--- config.mk ---
export PLATFORM = sky130hd
export DESIGN_NAME = frv_pipeline
export DESIGN_NICKNAME = d
export VERILOG_FILES = /design/src/design/frv_pkg.sv /design/src/design/frv_gprs.sv /design/src/design/frv_stage_reg.sv /design/src/design/frv_forward.sv /design/src/design/frv_decode.sv /design/src/design/frv_execute.sv /design/src/design/frv_csrs.sv /design/src/design/frv_pipeline.sv
export SDC_FILE = /design/constraint.sdc
export NUM_CORES = 2
export LEC_CHECK = 0
export ABC_AREA = 1
export BUFFER_PORTS_ARGS = -buffer_cell sky130_fd_sc_hd__buf_4
export CORE_ASPECT_RATIO = 1.25
export CORE_MARGIN = 4
export CORE_UTILIZATION = 45
export CTS_BUF_LIST = sky130_fd_sc_hd__clkbuf_8
export CTS_CLUSTER_DIAMETER = 60
export DETAILED_ROUTE_END_ITERATION = 12
export HOLD_SLACK_MARGIN = 0.06
export PLACE_DENSITY_LB_ADDON = 0.12
export SLEW_MARGIN = 40
export SYNTH_ARGS = -nofsm -noshare
export SYNTH_HDL_FRONTEND = slang
export SYNTH_SLANG_ARGS = --single-unit
--- constraint.sdc ---
create_clock -name g_clk -period 3.4 [get_ports g_clk]
set_input_delay 0.51 -clock g_clk [delete_from_list [all_inputs] [get_ports g_clk]]
set_output_delay 0.51 -clock g_clk [all_outputs]
set_load 0.02 [all_outputs]
--- src/design/frv_pkg.sv ---
// --------------------
// Shared widths, CSR addresses, opcodes and stage payloads
// for the three-stage integer pipeline
// --------------------
package frv_pkg;

    localparam int XLEN       = 32;           // Data word width
    localparam int XL         = XLEN - 1;     // Top bit index
    localparam int REG_ADDR_W = 5;            // GPR address width
    localparam int CSR_ADDR_W = 12;           // CSR address width

    // --------------------
    // CSR map
    localparam logic [CSR_ADDR_W-1:0] CSR_MSCRATCH = 12'h340; // Scratch, read/write
    localparam logic [CSR_ADDR_W-1:0] CSR_MINSTRET = 12'hB02; // Retired count, read only

    // --------------------
    // Major opcodes
    localparam logic [6:0] OPC_OP     = 7'b0110011; // R-type ALU
    localparam logic [6:0] OPC_OP_IMM = 7'b0010011; // I-type ALU
    localparam logic [6:0] OPC_SYSTEM = 7'b1110011; // CSR access

    typedef enum logic [2:0] {
        UOP_ADD,
        UOP_SUB,
        UOP_AND,
        UOP_OR,
        UOP_XOR,
        UOP_SLT,                              // Signed compare
        UOP_CSRRW                             // Swap with a CSR
    } uop_t;

    typedef struct packed {
        logic [REG_ADDR_W-1:0] rd;            // Destination register
        logic [XL:0]           opr_a;         // rs1 value
        logic [XL:0]           opr_b;         // rs2 value or immediate
        uop_t                  uop;           // Micro-op
        logic [CSR_ADDR_W-1:0] csr_addr;      // CSR for CSRRW
        logic [31:0]           instr;         // Instruction word for trace
    } decode_pkt_t;

    typedef struct packed {
        logic [REG_ADDR_W-1:0] rd;            // Destination register
        logic [XL:0]           result;        // ALU result, rs1 for CSRRW
        logic                  is_csr;        // Result comes from the CSR file
        logic [CSR_ADDR_W-1:0] csr_addr;      // CSR to access in writeback
        logic [31:0]           instr;         // Instruction word for trace
    } exec_pkt_t;

endpackage

--- src/design/frv_gprs.sv ---
// --------------------
// General purpose register file, 32 words
// Two asynchronous reads, one write, x0 reads zero
// --------------------
`timescale 1ns/1ps

module frv_gprs import frv_pkg::*; (
    input  logic                  g_clk,      // Global clock
    input  logic                  rst,        // Sync reset, active high
    input  logic [REG_ADDR_W-1:0] rs1_addr,   // Source 1 address
    input  logic [REG_ADDR_W-1:0] rs2_addr,   // Source 2 address
    output logic [XL:0]           rs1_rdata,  // Source 1 data
    output logic [XL:0]           rs2_rdata,  // Source 2 data
    input  logic                  rd_wen,     // Destination write enable
    input  logic [REG_ADDR_W-1:0] rd_addr,    // Destination address
    input  logic [XL:0]           rd_wdata    // Destination data
);

    logic [XL:0] regs [0:31];                 // Entry 0 is never written

    assign rs1_rdata = (rs1_addr == '0) ? '0 : regs[rs1_addr]; // x0 hardwired
    assign rs2_rdata = (rs2_addr == '0) ? '0 : regs[rs2_addr];

    always_ff @(posedge g_clk) begin
        if (rd_wen && (rd_addr != '0)) begin
            regs[rd_addr] <= rd_wdata;        // Lands at end of writeback
        end
    end

    // Writeback already filters rd 0 before it gets here
    a_no_x0_write : assert property (
        @(posedge g_clk) disable iff (rst) rd_wen |-> (rd_addr != '0)
    ) else $error("GPR write enable raised toward x0");

endmodule

--- src/design/frv_stage_reg.sv ---
// --------------------
// Pipeline stage register
// Valid bit with reset, payload of any packed type
// --------------------
`timescale 1ns/1ps

module frv_stage_reg #(
    parameter type payload_t = logic          // Stage payload
) (
    input  logic     g_clk,                   // Global clock
    input  logic     rst,                     // Sync reset, active high
    input  logic     in_valid,                // Upstream stage valid
    input  payload_t in_data,                 // Upstream payload
    output logic     out_valid,               // Registered valid
    output payload_t out_data                 // Registered payload
);

    always_ff @(posedge g_clk) begin
        if (rst) begin
            out_valid <= 1'b0;                // Pipeline empty after reset
        end else begin
            out_valid <= in_valid;
        end
    end

    always_ff @(posedge g_clk) begin
        out_data <= in_data;                  // Captured on every edge
    end

    a_empty_after_reset : assert property (
        @(posedge g_clk) rst |=> !out_valid
    ) else $error("Stage valid set in the cycle after reset");

endmodule

--- src/design/frv_forward.sv ---
// --------------------
// Operand forwarding and hazard detection for decode
// Youngest match wins, CSR result in execute causes a bubble
// --------------------
`timescale 1ns/1ps

module frv_forward import frv_pkg::*; (
    input  logic                  g_clk,         // Global clock
    input  logic                  rst,           // Sync reset, active high
    input  logic [REG_ADDR_W-1:0] rs1_addr,      // Decode source 1
    input  logic [REG_ADDR_W-1:0] rs2_addr,      // Decode source 2
    input  logic                  rs1_used,      // Source 1 read by instruction
    input  logic                  rs2_used,      // Source 2 read by instruction
    input  logic [XL:0]           gpr_rs1_rdata, // Register file data 1
    input  logic [XL:0]           gpr_rs2_rdata, // Register file data 2
    input  logic                  fwd_s2_valid,  // Execute holds an instruction
    input  logic [REG_ADDR_W-1:0] fwd_s2_rd,     // Execute destination
    input  logic [XL:0]           fwd_s2_wdata,  // Execute result
    input  logic                  fwd_s2_csr,    // Execute holds a CSRRW
    input  logic                  fwd_s3_valid,  // Writeback holds an instruction
    input  logic [REG_ADDR_W-1:0] fwd_s3_rd,     // Writeback destination
    input  logic [XL:0]           fwd_s3_wdata,  // Writeback data
    output logic [XL:0]           fwd_rs1_rdata, // Forwarded source 1
    output logic [XL:0]           fwd_rs2_rdata, // Forwarded source 2
    output logic                  bubble         // Hold decode one cycle
);

    // --------------------
    // Hazard matches, non-zero sources only
    logic hzd_rs1_s2;
    logic hzd_rs1_s3;
    logic hzd_rs2_s2;
    logic hzd_rs2_s3;

    assign hzd_rs1_s2 = rs1_used && (rs1_addr != '0) && fwd_s2_valid && (rs1_addr == fwd_s2_rd);
    assign hzd_rs1_s3 = rs1_used && (rs1_addr != '0) && fwd_s3_valid && (rs1_addr == fwd_s3_rd);
    assign hzd_rs2_s2 = rs2_used && (rs2_addr != '0) && fwd_s2_valid && (rs2_addr == fwd_s2_rd);
    assign hzd_rs2_s3 = rs2_used && (rs2_addr != '0) && fwd_s3_valid && (rs2_addr == fwd_s3_rd);

    // CSR data only exists in writeback
    assign bubble = fwd_s2_csr && (hzd_rs1_s2 || hzd_rs2_s2);

    // --------------------
    // Operand select, execute first
    assign fwd_rs1_rdata = hzd_rs1_s2 ? fwd_s2_wdata :
                           hzd_rs1_s3 ? fwd_s3_wdata : gpr_rs1_rdata;
    assign fwd_rs2_rdata = hzd_rs2_s2 ? fwd_s2_wdata :
                           hzd_rs2_s3 ? fwd_s3_wdata : gpr_rs2_rdata;

    // CSRRW moves on to writeback, so the stall never repeats
    a_bubble_one_cycle : assert property (
        @(posedge g_clk) disable iff (rst)
        bubble |-> (fwd_s2_valid && fwd_s2_csr) ##1 !bubble
    ) else $error("Bubble without CSR in execute or longer than one cycle");

endmodule

--- src/design/frv_decode.sv ---
// --------------------
// Decode stage
// R-type, ADDI and CSRRW into the execute payload
// --------------------
`timescale 1ns/1ps

module frv_decode import frv_pkg::*; (
    input  logic                  instr_valid,   // Instruction present
    input  logic [XL:0]           instr_data,    // Instruction word
    input  logic                  bubble,        // Stall from hazard unit
    input  logic [XL:0]           fwd_rs1_rdata, // Forwarded source 1
    input  logic [XL:0]           fwd_rs2_rdata, // Forwarded source 2
    output logic [REG_ADDR_W-1:0] rs1_addr,      // Source 1 address
    output logic [REG_ADDR_W-1:0] rs2_addr,      // Source 2 address
    output logic                  rs1_used,      // Source 1 is read
    output logic                  rs2_used,      // Source 2 is read
    output logic                  s2_valid,      // Payload valid into execute
    output decode_pkt_t           s2_data        // Execute payload
);

    logic [6:0]  dec_opcode;
    logic [2:0]  dec_funct3;
    logic [6:0]  dec_funct7;
    logic [XL:0] dec_imm;                        // I-type immediate
    logic        is_rtype;                       // Known funct7/funct3 pair
    uop_t        rtype_uop;
    logic        dec_op;
    logic        dec_addi;
    logic        dec_csrrw;
    logic        dec_any;                        // In the supported subset

    // --------------------
    // Field extraction
    assign dec_opcode = instr_data[6:0];
    assign dec_funct3 = instr_data[14:12];
    assign dec_funct7 = instr_data[31:25];
    assign rs1_addr   = instr_data[19:15];
    assign rs2_addr   = instr_data[24:20];
    assign dec_imm    = {{(XLEN-12){instr_data[XL]}}, instr_data[XL:20]}; // Sign extend

    always_comb begin
        is_rtype  = 1'b1;
        rtype_uop = UOP_ADD;
        case ({dec_funct7, dec_funct3})
            {7'h00, 3'b000}: rtype_uop = UOP_ADD;
            {7'h20, 3'b000}: rtype_uop = UOP_SUB;
            {7'h00, 3'b111}: rtype_uop = UOP_AND;
            {7'h00, 3'b110}: rtype_uop = UOP_OR;
            {7'h00, 3'b100}: rtype_uop = UOP_XOR;
            {7'h00, 3'b010}: rtype_uop = UOP_SLT;
            default:         is_rtype  = 1'b0;   // Outside subset
        endcase
    end

    assign dec_op    = (dec_opcode == OPC_OP) && is_rtype;
    assign dec_addi  = (dec_opcode == OPC_OP_IMM) && (dec_funct3 == 3'b000);
    assign dec_csrrw = (dec_opcode == OPC_SYSTEM) && (dec_funct3 == 3'b001);
    assign dec_any   = dec_op || dec_addi || dec_csrrw;

    // Used flags also carry valid, so no stall on an idle input
    assign rs1_used = instr_valid && dec_any;
    assign rs2_used = instr_valid && dec_op;

    assign s2_valid = instr_valid && !bubble;    // Empty slot while stalled

    // --------------------
    // Payload build
    always_comb begin
        s2_data          = '0;                   // Unknown words become a no-op
        s2_data.instr    = instr_data;
        s2_data.csr_addr = instr_data[31:20];
        s2_data.uop      = dec_op    ? rtype_uop :
                           dec_csrrw ? UOP_CSRRW : UOP_ADD;
        if (dec_any) begin
            s2_data.rd    = instr_data[11:7];
            s2_data.opr_a = fwd_rs1_rdata;
        end
        if (dec_op) begin
            s2_data.opr_b = fwd_rs2_rdata;
        end else if (dec_addi) begin
            s2_data.opr_b = dec_imm;
        end
    end

endmodule

--- src/design/frv_execute.sv ---
// --------------------
// Execute stage ALU
// Builds the writeback payload and execute forwarding values
// --------------------
`timescale 1ns/1ps

module frv_execute import frv_pkg::*; (
    input  logic                  s2_valid,      // Execute payload valid
    input  decode_pkt_t           s2_data,       // Execute payload
    output exec_pkt_t             s3_data,       // Writeback payload
    output logic                  fwd_s2_valid,  // Forwarding valid
    output logic [REG_ADDR_W-1:0] fwd_s2_rd,     // Forwarding destination
    output logic [XL:0]           fwd_s2_wdata,  // Forwarding data
    output logic                  fwd_s2_csr     // Result not known yet
);

    logic [XL:0] alu_result;
    logic        slt_lt;                         // Signed less than
    logic        is_csr;

    assign slt_lt = $signed(s2_data.opr_a) < $signed(s2_data.opr_b);
    assign is_csr = (s2_data.uop == UOP_CSRRW);

    always_comb begin
        case (s2_data.uop)
            UOP_ADD: alu_result = s2_data.opr_a + s2_data.opr_b;
            UOP_SUB: alu_result = s2_data.opr_a - s2_data.opr_b;
            UOP_AND: alu_result = s2_data.opr_a & s2_data.opr_b;
            UOP_OR:  alu_result = s2_data.opr_a | s2_data.opr_b;
            UOP_XOR: alu_result = s2_data.opr_a ^ s2_data.opr_b;
            UOP_SLT: alu_result = {{XL{1'b0}}, slt_lt};
            default: alu_result = s2_data.opr_a; // CSRRW carries rs1 as write data
        endcase
    end

    always_comb begin
        s3_data.rd       = s2_data.rd;
        s3_data.result   = alu_result;
        s3_data.is_csr   = is_csr;
        s3_data.csr_addr = s2_data.csr_addr;
        s3_data.instr    = s2_data.instr;
    end

    assign fwd_s2_valid = s2_valid;
    assign fwd_s2_rd    = s2_data.rd;
    assign fwd_s2_wdata = alu_result;            // Wrong for CSRRW, bubble covers it
    assign fwd_s2_csr   = is_csr;

endmodule

--- src/design/frv_csrs.sv ---
// --------------------
// CSR file with mscratch and minstret
// Combinational read, update at the end of writeback
// --------------------
`timescale 1ns/1ps

module frv_csrs import frv_pkg::*; (
    input  logic                  g_clk,      // Global clock
    input  logic                  rst,        // Sync reset, active high
    input  logic                  csr_en,     // CSRRW in writeback
    input  logic [CSR_ADDR_W-1:0] csr_addr,   // CSR address
    input  logic [XL:0]           csr_wdata,  // New value
    output logic [XL:0]           csr_rdata,  // Old value
    input  logic                  instr_ret   // One instruction retired
);

    logic [XL:0] mscratch;
    logic [XL:0] minstret;

    always_comb begin
        case (csr_addr)
            CSR_MSCRATCH: csr_rdata = mscratch;
            CSR_MINSTRET: csr_rdata = minstret;
            default:      csr_rdata = '0;     // Unmapped reads zero
        endcase
    end

    always_ff @(posedge g_clk) begin
        if (rst) begin
            mscratch <= '0;
        end else if (csr_en && (csr_addr == CSR_MSCRATCH)) begin
            mscratch <= csr_wdata;            // Same edge as the old value read
        end
    end

    // Writes to minstret are dropped
    always_ff @(posedge g_clk) begin
        if (rst) begin
            minstret <= '0;
        end else if (instr_ret) begin
            minstret <= minstret + 1'b1;
        end
    end

    a_minstret_step : assert property (
        @(posedge g_clk) disable iff (rst)
        1'b1 |=> ((minstret - $past(minstret)) <= 1)
    ) else $error("minstret advanced by more than one");

endmodule

--- src/design/frv_pipeline.sv ---
// --------------------
// Top of the three-stage integer pipeline
// Decode with forwarding, execute, then writeback to GPRs and CSRs
// --------------------
`timescale 1ns/1ps

module frv_pipeline import frv_pkg::*; (
    input  logic                  g_clk,       // Global clock
    input  logic                  rst,         // Sync reset, active high
    input  logic                  instr_valid, // Instruction offered
    input  logic [XL:0]           instr_data,  // Instruction word
    output logic                  instr_busy,  // Hold the current word
    output logic                  trs_valid,   // Trace valid
    output logic [31:0]           trs_instr,   // Trace instruction
    output logic [REG_ADDR_W-1:0] trs_rd,      // Trace destination
    output logic [XL:0]           trs_wdata,   // Trace write data
    output logic                  instr_ret    // Instruction retired
);

    logic [REG_ADDR_W-1:0] s1_rs1_addr;
    logic [REG_ADDR_W-1:0] s1_rs2_addr;
    logic                  s1_rs1_used;
    logic                  s1_rs2_used;
    logic [XL:0]           s1_rs1_rdata;       // Raw register file data
    logic [XL:0]           s1_rs2_rdata;
    logic [XL:0]           fwd_rs1_rdata;      // After forwarding
    logic [XL:0]           fwd_rs2_rdata;
    logic                  s1_bubble;

    logic                  s1_out_valid;       // Decode result into s2
    decode_pkt_t           s1_out_data;
    logic                  s2_valid;
    decode_pkt_t           s2_data;

    logic                  fwd_s2_valid;
    logic [REG_ADDR_W-1:0] fwd_s2_rd;
    logic [XL:0]           fwd_s2_wdata;
    logic                  fwd_s2_csr;

    exec_pkt_t             s2_out_data;        // Execute result into s3
    logic                  s3_valid;
    exec_pkt_t             s3_data;

    logic [XL:0]           wb_wdata;           // Final writeback value
    logic                  csr_en;
    logic [CSR_ADDR_W-1:0] csr_addr;
    logic [XL:0]           csr_wdata;
    logic [XL:0]           csr_rdata;
    logic                  gpr_wen;
    logic [REG_ADDR_W-1:0] gpr_rd;
    logic [XL:0]           gpr_wdata;

    // --------------------
    // Writeback
    assign csr_en    = s3_valid && s3_data.is_csr;
    assign csr_addr  = s3_data.csr_addr;
    assign csr_wdata = s3_data.result;         // rs1 value for CSRRW
    assign wb_wdata  = s3_data.is_csr ? csr_rdata : s3_data.result;

    assign gpr_wen   = s3_valid && (s3_data.rd != '0); // No write for x0
    assign gpr_rd    = s3_data.rd;
    assign gpr_wdata = wb_wdata;

    assign instr_busy = s1_bubble;
    assign trs_valid  = s3_valid;              // Writeback always retires
    assign trs_instr  = s3_data.instr;
    assign trs_rd     = s3_data.rd;
    assign trs_wdata  = wb_wdata;
    assign instr_ret  = trs_valid;

    // --------------------
    // Stages
    frv_gprs i_gprs (
        .g_clk     (g_clk       ),
        .rst       (rst         ),
        .rs1_addr  (s1_rs1_addr ),
        .rs2_addr  (s1_rs2_addr ),
        .rs1_rdata (s1_rs1_rdata),
        .rs2_rdata (s1_rs2_rdata),
        .rd_wen    (gpr_wen     ),
        .rd_addr   (gpr_rd      ),
        .rd_wdata  (gpr_wdata   )
    );

    frv_forward i_forward (
        .g_clk         (g_clk        ),
        .rst           (rst          ),
        .rs1_addr      (s1_rs1_addr  ),
        .rs2_addr      (s1_rs2_addr  ),
        .rs1_used      (s1_rs1_used  ),
        .rs2_used      (s1_rs2_used  ),
        .gpr_rs1_rdata (s1_rs1_rdata ),
        .gpr_rs2_rdata (s1_rs2_rdata ),
        .fwd_s2_valid  (fwd_s2_valid ),
        .fwd_s2_rd     (fwd_s2_rd    ),
        .fwd_s2_wdata  (fwd_s2_wdata ),
        .fwd_s2_csr    (fwd_s2_csr   ),
        .fwd_s3_valid  (s3_valid     ), // Writeback forwarding source
        .fwd_s3_rd     (s3_data.rd   ),
        .fwd_s3_wdata  (wb_wdata     ),
        .fwd_rs1_rdata (fwd_rs1_rdata),
        .fwd_rs2_rdata (fwd_rs2_rdata),
        .bubble        (s1_bubble    )
    );

    frv_decode i_decode (
        .instr_valid   (instr_valid  ),
        .instr_data    (instr_data   ),
        .bubble        (s1_bubble    ),
        .fwd_rs1_rdata (fwd_rs1_rdata),
        .fwd_rs2_rdata (fwd_rs2_rdata),
        .rs1_addr      (s1_rs1_addr  ),
        .rs2_addr      (s1_rs2_addr  ),
        .rs1_used      (s1_rs1_used  ),
        .rs2_used      (s1_rs2_used  ),
        .s2_valid      (s1_out_valid ),
        .s2_data       (s1_out_data  )
    );

    frv_stage_reg #(.payload_t(decode_pkt_t)) i_s2_reg (
        .g_clk     (g_clk       ),
        .rst       (rst         ),
        .in_valid  (s1_out_valid),
        .in_data   (s1_out_data ),
        .out_valid (s2_valid    ),
        .out_data  (s2_data     )
    );

    frv_execute i_execute (
        .s2_valid     (s2_valid    ),
        .s2_data      (s2_data     ),
        .s3_data      (s2_out_data ),
        .fwd_s2_valid (fwd_s2_valid),
        .fwd_s2_rd    (fwd_s2_rd   ),
        .fwd_s2_wdata (fwd_s2_wdata),
        .fwd_s2_csr   (fwd_s2_csr  )
    );

    frv_stage_reg #(.payload_t(exec_pkt_t)) i_s3_reg (
        .g_clk     (g_clk      ),
        .rst       (rst        ),
        .in_valid  (s2_valid   ), // No stall past decode
        .in_data   (s2_out_data),
        .out_valid (s3_valid   ),
        .out_data  (s3_data    )
    );

    frv_csrs i_csrs (
        .g_clk     (g_clk    ),
        .rst       (rst      ),
        .csr_en    (csr_en   ),
        .csr_addr  (csr_addr ),
        .csr_wdata (csr_wdata),
        .csr_rdata (csr_rdata),
        .instr_ret (instr_ret)
    );

endmodule

Word-level counts from Yosys, hierarchy flattened

Memories as Yosys holds them, arrays and structs flattened.
Cells that the tools add are included.
W data, S select, Z words.

Memories: 1
Input bits: 35
Output and inout port bits: 72
Register bits: 264
Memory bits (writable): 1024
Logic and storage cells: 95

Memory list:

| name        | depth | bits a word | read ports | clocked after memory_dff | write ports | line           | source |
|---|---|---|---|---|---|---|---|
| i_gprs.regs | 32    | 32          | 2          | 0                        | 1           | frv_gprs.sv:19 | `logic [XL:0] regs [0:31];` |

Bitwise operators: 3
Equal/unequal tests: 21
Reductions and logical operators: 34
$add $sub $neg: 3
Multiplexer cells: 17
Magnitude comparators: 1

Operators by type and width:

| kind                    | count |
|---|---|
| $mux W32                | 9 |
| $pmux W32 S6            | 1 |
| $pmux W32 S2            | 1 |
| $add A32 B1 Y32 const B | 1 |
| $add A32 B32 Y32        | 1 |
| $and A32 B32 Y32        | 1 |
| $lt A32 B32 Y1          | 1 |
| $or A32 B32 Y32         | 1 |
| $sub A32 B32 Y32        | 1 |
| $xor A32 B32 Y32        | 1 |
| $eq A10 B3 Y1 const B   | 3 |
| $logic_and A1 B1 Y1     | 21 |
| $eq A5 B5 Y1            | 4 |
| $pmux W3 S5             | 1 |
| $reduce_bool A5 Y1      | 3 |
| $eq A12 B10 Y1 const B  | 1 |
| $eq A12 B12 Y1 const B  | 1 |
| $eq A10 B2 Y1 const B   | 1 |
| $eq A10 B9 Y1 const B   | 1 |
| $logic_not A10 Y1       | 1 |
| $logic_not A5 Y1        | 2 |
| $eq A3 B3 Y1 const B    | 3 |
| $eq A7 B5 Y1 const B    | 1 |
| $eq A7 B6 Y1 const B    | 1 |
| other kinds (9)         | 17 |

Logic depth before layout (Yosys ltp)

Depth in word-level cells: 14
Depth in mapped cells: 21
Mapped depth without buffers: 20

Modules after synthesis

Synthesis repeated with hierarchy kept, for this count alone.

Cells, all modules: 9202
Area total of the unflattened synthesis: 72006.6 µm²

By module, submodules not included:

| module                   | cells each | area each (µm²) | seq. area each (µm²) | times used |
|---|---|---|---|---|
| frv_gprs                 | 5975       | 52110.0         | 30749.5              | 1 |
| frv_execute              | 1439       | 7557.2          | 0.0                  | 1 |
| frv_csrs                 | 658        | 3816.2          | 1281.2               | 1 |
| frv_forward              | 539        | 2533.7          | 0.0                  | 1 |
| frv_stage_reg (i_s2_reg) | 119        | 2352.3          | 2342.2               | 1 |
| frv_stage_reg (i_s3_reg) | 85         | 1671.6          | 1661.6               | 1 |
| frv_decode               | 275        | 1342.5          | 0.0                  | 1 |
| frv_pipeline             | 112        | 623.1           | 0.0                  | 1 |

Least setup slack after synthesis

Ideal clock, no wire load.

Kind: reg-to-output
From: register i_s3_reg.out_data[34] in the netlist's numbering
To: output port trs_wdata[1]
Data arrival time: 2544 ps
Cell stages (with the launch flop): 9
Buffers on the path: 1
Required time: 2890 ps
Slack: 346 ps
Cell sequence: dfxtp_1 -> nor2_1 -> nand3_1 -> nor2_1 -> nand2_1 -> inv_1 -> buf_2 -> nand2_1 -> a31oi_1

Cells in the longest elaborated chain, start to end: 3
Elaborated cells between the ends (all ways): 4
Those cells by class: eq/ne (2); mux (2)

Ends and longest elaborated chain:

| item                                             | line                | source |
|---|---|---|
| start: declaration                               | frv_stage_reg.sv:15 | `output payload_t out_data` |
| start signal: assignment                         | frv_stage_reg.sv:27 | `out_data <= in_data;` |
| $eq A12 B12 Y1 or $eq A12 B10 Y1 (tied branches) | frv_csrs.sv:21      | `case (csr_addr)` |
| $pmux W32 S2 (*)                                 | frv_csrs.sv:21      |  |
| $mux W32 (*)                                     | frv_pipeline.sv:58  | `assign wb_wdata = s3_data.is_csr ? csr_rdata : s3_data.result;` |
| end: declaration                                 | frv_pipeline.sv:16  | `output logic [XL:0] trs_wdata,` |

Every way passes the cells marked *; elsewhere a longest branch is shown, timed or not.

Final worst setup path

From: register i_s3_reg.out_data[43] in the netlist's numbering
To: output port trs_wdata[4]

The elaborated chain is that of the path after synthesis.

==> impl_metrics.py <==
metrics = {
    "outcome": {
        "run_status": "finished, final reports clean",
    },
    "synth": {
        "synth.cell_area_um2": 66600,
        "syn-mean-instance-area_um2": 8.56,
        "yosys_warnings": 0,
        "synth_ff_type": "sky130_fd_sc_hd__edfxtp_1",
        "synth_cells": 7789,
        "synth_edf_count": 1024,
        "netlist-cell-type-count": 56,
        "sequential_area_share_after_synthesis": 0.534,
        "ys_async_sr_fraction": 0,
        "postSynthRegisterBits": 1264,
    },
    "cts": {
        "clkLatencyLatePin_ps": 980,
        "clock-root-buffer": "sky130_fd_sc_hd__clkbuf_8",
        "numCtsBuffers": 205,
        "tritoncts": "built",
        "clock_tree.buffer_depth": 3,
        "clk_transition_reported_paths_ps": 60,
        "depth_of_the_cts_h_tree": 4,
        "clock_sinks": 1264,
    },
    "global_route": {
        "vias_in_the_first_global_route": 58400,
        "largest_net_degree_at_the_start_of_global_routing": 147,
        "antenna_found_initial": 6,
        "global_route_wire_length_before_repair_um": 396000,
        "grtUsageTotal": 0.346,
        "globalRouteOverflowTotal": 0,
    },
    "timing": {
        "final_max_slew_viol_count": 0,
        "timing.hold.ws_ps": 191,
        "period_minus_slack_ps": 3320,
        "grt_setup_unrepaired": "true",
        "fin_setup_tns_ps": 0,
        "timing.final.ws_setup_ps": 78.7,
        "relSlewSlack": 0.385,
        "final_worst_path_cycle_share": 0.977,
        "timing.final.setup_violations": 0,
        "tightest_slew_ps": 922,
        "upper_clock_frequency_limit_mhz": 301,
        "fin_worst_skew_ps": 52.9,
        "hold_violations": 0,
    },
    "finish": {
        "area_growth_pct": 13.9,
        "sequential_cell_area_um2": 35600,
        "finish.instance_area_um2": 75900,
        "final_cell_count_no_fill": 9997,
        "fillcell_total": 13700,
        "multi_input_area_um2": 27200,
        "final_core_area_utilization": 0.517,
        "nets": 8051,
        "layout-drive-gt1-share": 0.111,
    },
    "place": {
        "dp.final_hpwl_um": 174000,
        "globalplace.congestion": 1.02,
        "place.detailed.instances": 9548,
        "port_buffers": 106,
        "dpl_cell_area_um2": 70800,
        "place_worst_setup_slack_ps": 347,
    },
    "routing": {
        "detail_route.first_pass.iterations": 6,
        "drc": 0,
        "vias": 61400,
        "drt-initial-drc-count": 7622,
        "postRouteAntennaNets": 0,
        "routed_wl_um": 276000,
        "wire_per_inst_um": 27.6,
        "drt-vias-per-instance": 6.14,
    },
    "floorplanning": {
        "core_um2": 147000,
        "fp-row-count": 157,
        "die_height_um": 438,
        "die_area_um2": 154000,
        "boundaryPins": 107,
        "die_w_um": 352,
        "floorplan.initialDensity": 0.454,
    },
    "power_and_ir_drop": {
        "p_total_mw": 32.6,
        "pwr_density_cell_nw_per_um2": 430,
        "vdd_drop_max_v": 0.000445,
        "power.static_leakage_nw": 28.6,
    },
    "hold_path": {
        "min_path_type": "in -> reg",
    },
    "worst_setup_path": {
        "setup.worst_path.class": "reg -> out",
        "timing.critical_path.from_type": "register",
        "worstSetupEndpointType": "output pin",
        "worstPathMaxFanout": 11,
        "critical_path_arrival_ps": 2810,
        "worst_ep_required_time_ps": 2890,
    },
    "run": {
        "maxCapViolations": 0,
    },
}
==> final timing paths <==
check | start | to | slack [ps] | depth (start not counted)
worst max-delay path | i_s3_reg.out_data[43] | trs_wdata[4] | 80 | 9
worst min-delay path | instr_data[3] | i_s2_reg.out_data[3] | 190 | 2
worst max register to register | i_s2_reg.out_data[89] | i_s2_reg.out_data[74] | 370 | 15
worst min register to register | i_s2_reg.out_data[33] | i_s3_reg.out_data[33] | 320 | 0
==> critical path, cell delays in order, from the launching register on <==
cell,delay (ps)
sky130_fd_sc_hd__dfxtp_2,340
sky130_fd_sc_hd__inv_2,70
sky130_fd_sc_hd__nand4_1,150
sky130_fd_sc_hd__nor3_4,220
sky130_fd_sc_hd__buf_6,170
sky130_fd_sc_hd__buf_12,160
sky130_fd_sc_hd__buf_4,120
sky130_fd_sc_hd__nand3_1,90
sky130_fd_sc_hd__a31oi_4,280
sky130_fd_sc_hd__buf_4,200
==> synthesized netlist by cell type, types with 13 or more instances <==
cell type                  instances  area, µm²
sky130_fd_sc_hd__a211oi_1         38        285
sky130_fd_sc_hd__a21oi_1         343       1720
sky130_fd_sc_hd__buf_1            52        195
sky130_fd_sc_hd__buf_2           192        961
sky130_fd_sc_hd__buf_4            66        495
sky130_fd_sc_hd__clkbuf_1        262        983
sky130_fd_sc_hd__dfxtp_1         240       4800
sky130_fd_sc_hd__edfxtp_1       1024      30700
sky130_fd_sc_hd__ha_1            104       1300
sky130_fd_sc_hd__inv_1           504       1890
sky130_fd_sc_hd__nand2_1        1345       5050
sky130_fd_sc_hd__nand3_1         610       3050
sky130_fd_sc_hd__nand4_1          54        338
sky130_fd_sc_hd__nor2_1         1323       4970
sky130_fd_sc_hd__nor3_1           36        180
sky130_fd_sc_hd__o211ai_1        245       1840
sky130_fd_sc_hd__o21ai_0         933       4670
sky130_fd_sc_hd__o21ai_1          30        150
sky130_fd_sc_hd__o21bai_1         13       97.6
sky130_fd_sc_hd__o221ai_1        137       1200
sky130_fd_sc_hd__o22ai_1          83        519
sky130_fd_sc_hd__o31ai_1          27        203
sky130_fd_sc_hd__or2_2            29        181
==> power by group <==
part	switching, mW	total, mW	internal (mW)	leakage [nW]
clock	6.48	13.2	6.67	2.35
sequential	0.0314	16.6	16.6	10.3
combinational	2.05	2.87	0.821	16.0
==> layout by cell type, fill, tap and decap left out, types with 83 or more instances in the layout <==
cell,Yosys,routed
sky130_fd_sc_hd__o21ai_0,933,923
sky130_fd_sc_hd__buf_4,66,329
sky130_fd_sc_hd__inv_1,504,544
sky130_fd_sc_hd__ha_1,104,104
sky130_fd_sc_hd__nand3_1,610,600
sky130_fd_sc_hd__o22ai_1,83,83
sky130_fd_sc_hd__clkbuf_8,0,218
sky130_fd_sc_hd__nor2_1,1323,1289
sky130_fd_sc_hd__nand2_1,1345,1310
sky130_fd_sc_hd__edfxtp_1,1024,1024
sky130_fd_sc_hd__dfxtp_1,240,228
sky130_fd_sc_hd__o221ai_1,137,137
sky130_fd_sc_hd__a21oi_1,343,343
sky130_fd_sc_hd__o211ai_1,245,245
==> routing by layer <==
metal / wire, µm / track usage / share of wire / vias to the layer above
met4: 19800 / 0.218 / 0.072 / 2
met1: 100000 / 0.424 / 0.36 / 29500
met5: 9 / 0 / 0.000033 / -
li1: - / - / - / 27200
met3: 28200 / 0.0697 / 0.10 / 939
met2: 127000 / 0.561 / 0.46 / 3796
==> state kept, by name (all words and copies together), names as in the netlist <==
signal and flops:
i_s3_reg.out_data 70, i_gprs.regs 1024, i_s2_reg.out_valid 1, i_s2_reg.out_data 104
i_csrs.minstret 32, i_csrs.mscratch 32, i_s3_reg.out_valid 1
==> logic make-up after synthesis <==
group / share of synthesized area
AO/OA/AOI/OAI: 0.163
AND/OR/NAND/NOR: 0.211
other: 0.0000563
XOR/XNOR: 0.00171
flip-flops: 0.534
adder cells (fa/ha/maj): 0.0201
buffers and inverters: 0.0700
==> timing repair <==
| item | CTS | global route |
|---|---|---|
| setup endpoints to repair | 32 | 33 |
| resized for setup | 78 | 80 |
| hold buffers | 32 | 0 |
| hold endpoints to repair | 91 | 0 |
| setup buffers | 15 | 15 |
| cloned | 0 | 1 |
| pin swaps | 11 | 26 |
==> area by class of cell <==
type / count / share of cell area
Inverter: 516 / 0.0265
Multi-Input combinational cell: 5459 / 0.358
Clock buffer: 218 / 0.0395
Clock inverter: 161 / 0.0135
Tap cell: 1908 / 0.0315
Antenna cell: 7 / 0.000231
Timing Repair Buffer: 464 / 0.0620
Sequential cell: 1264 / 0.469
Note: power is estimated with default switching activity, not from simulation.
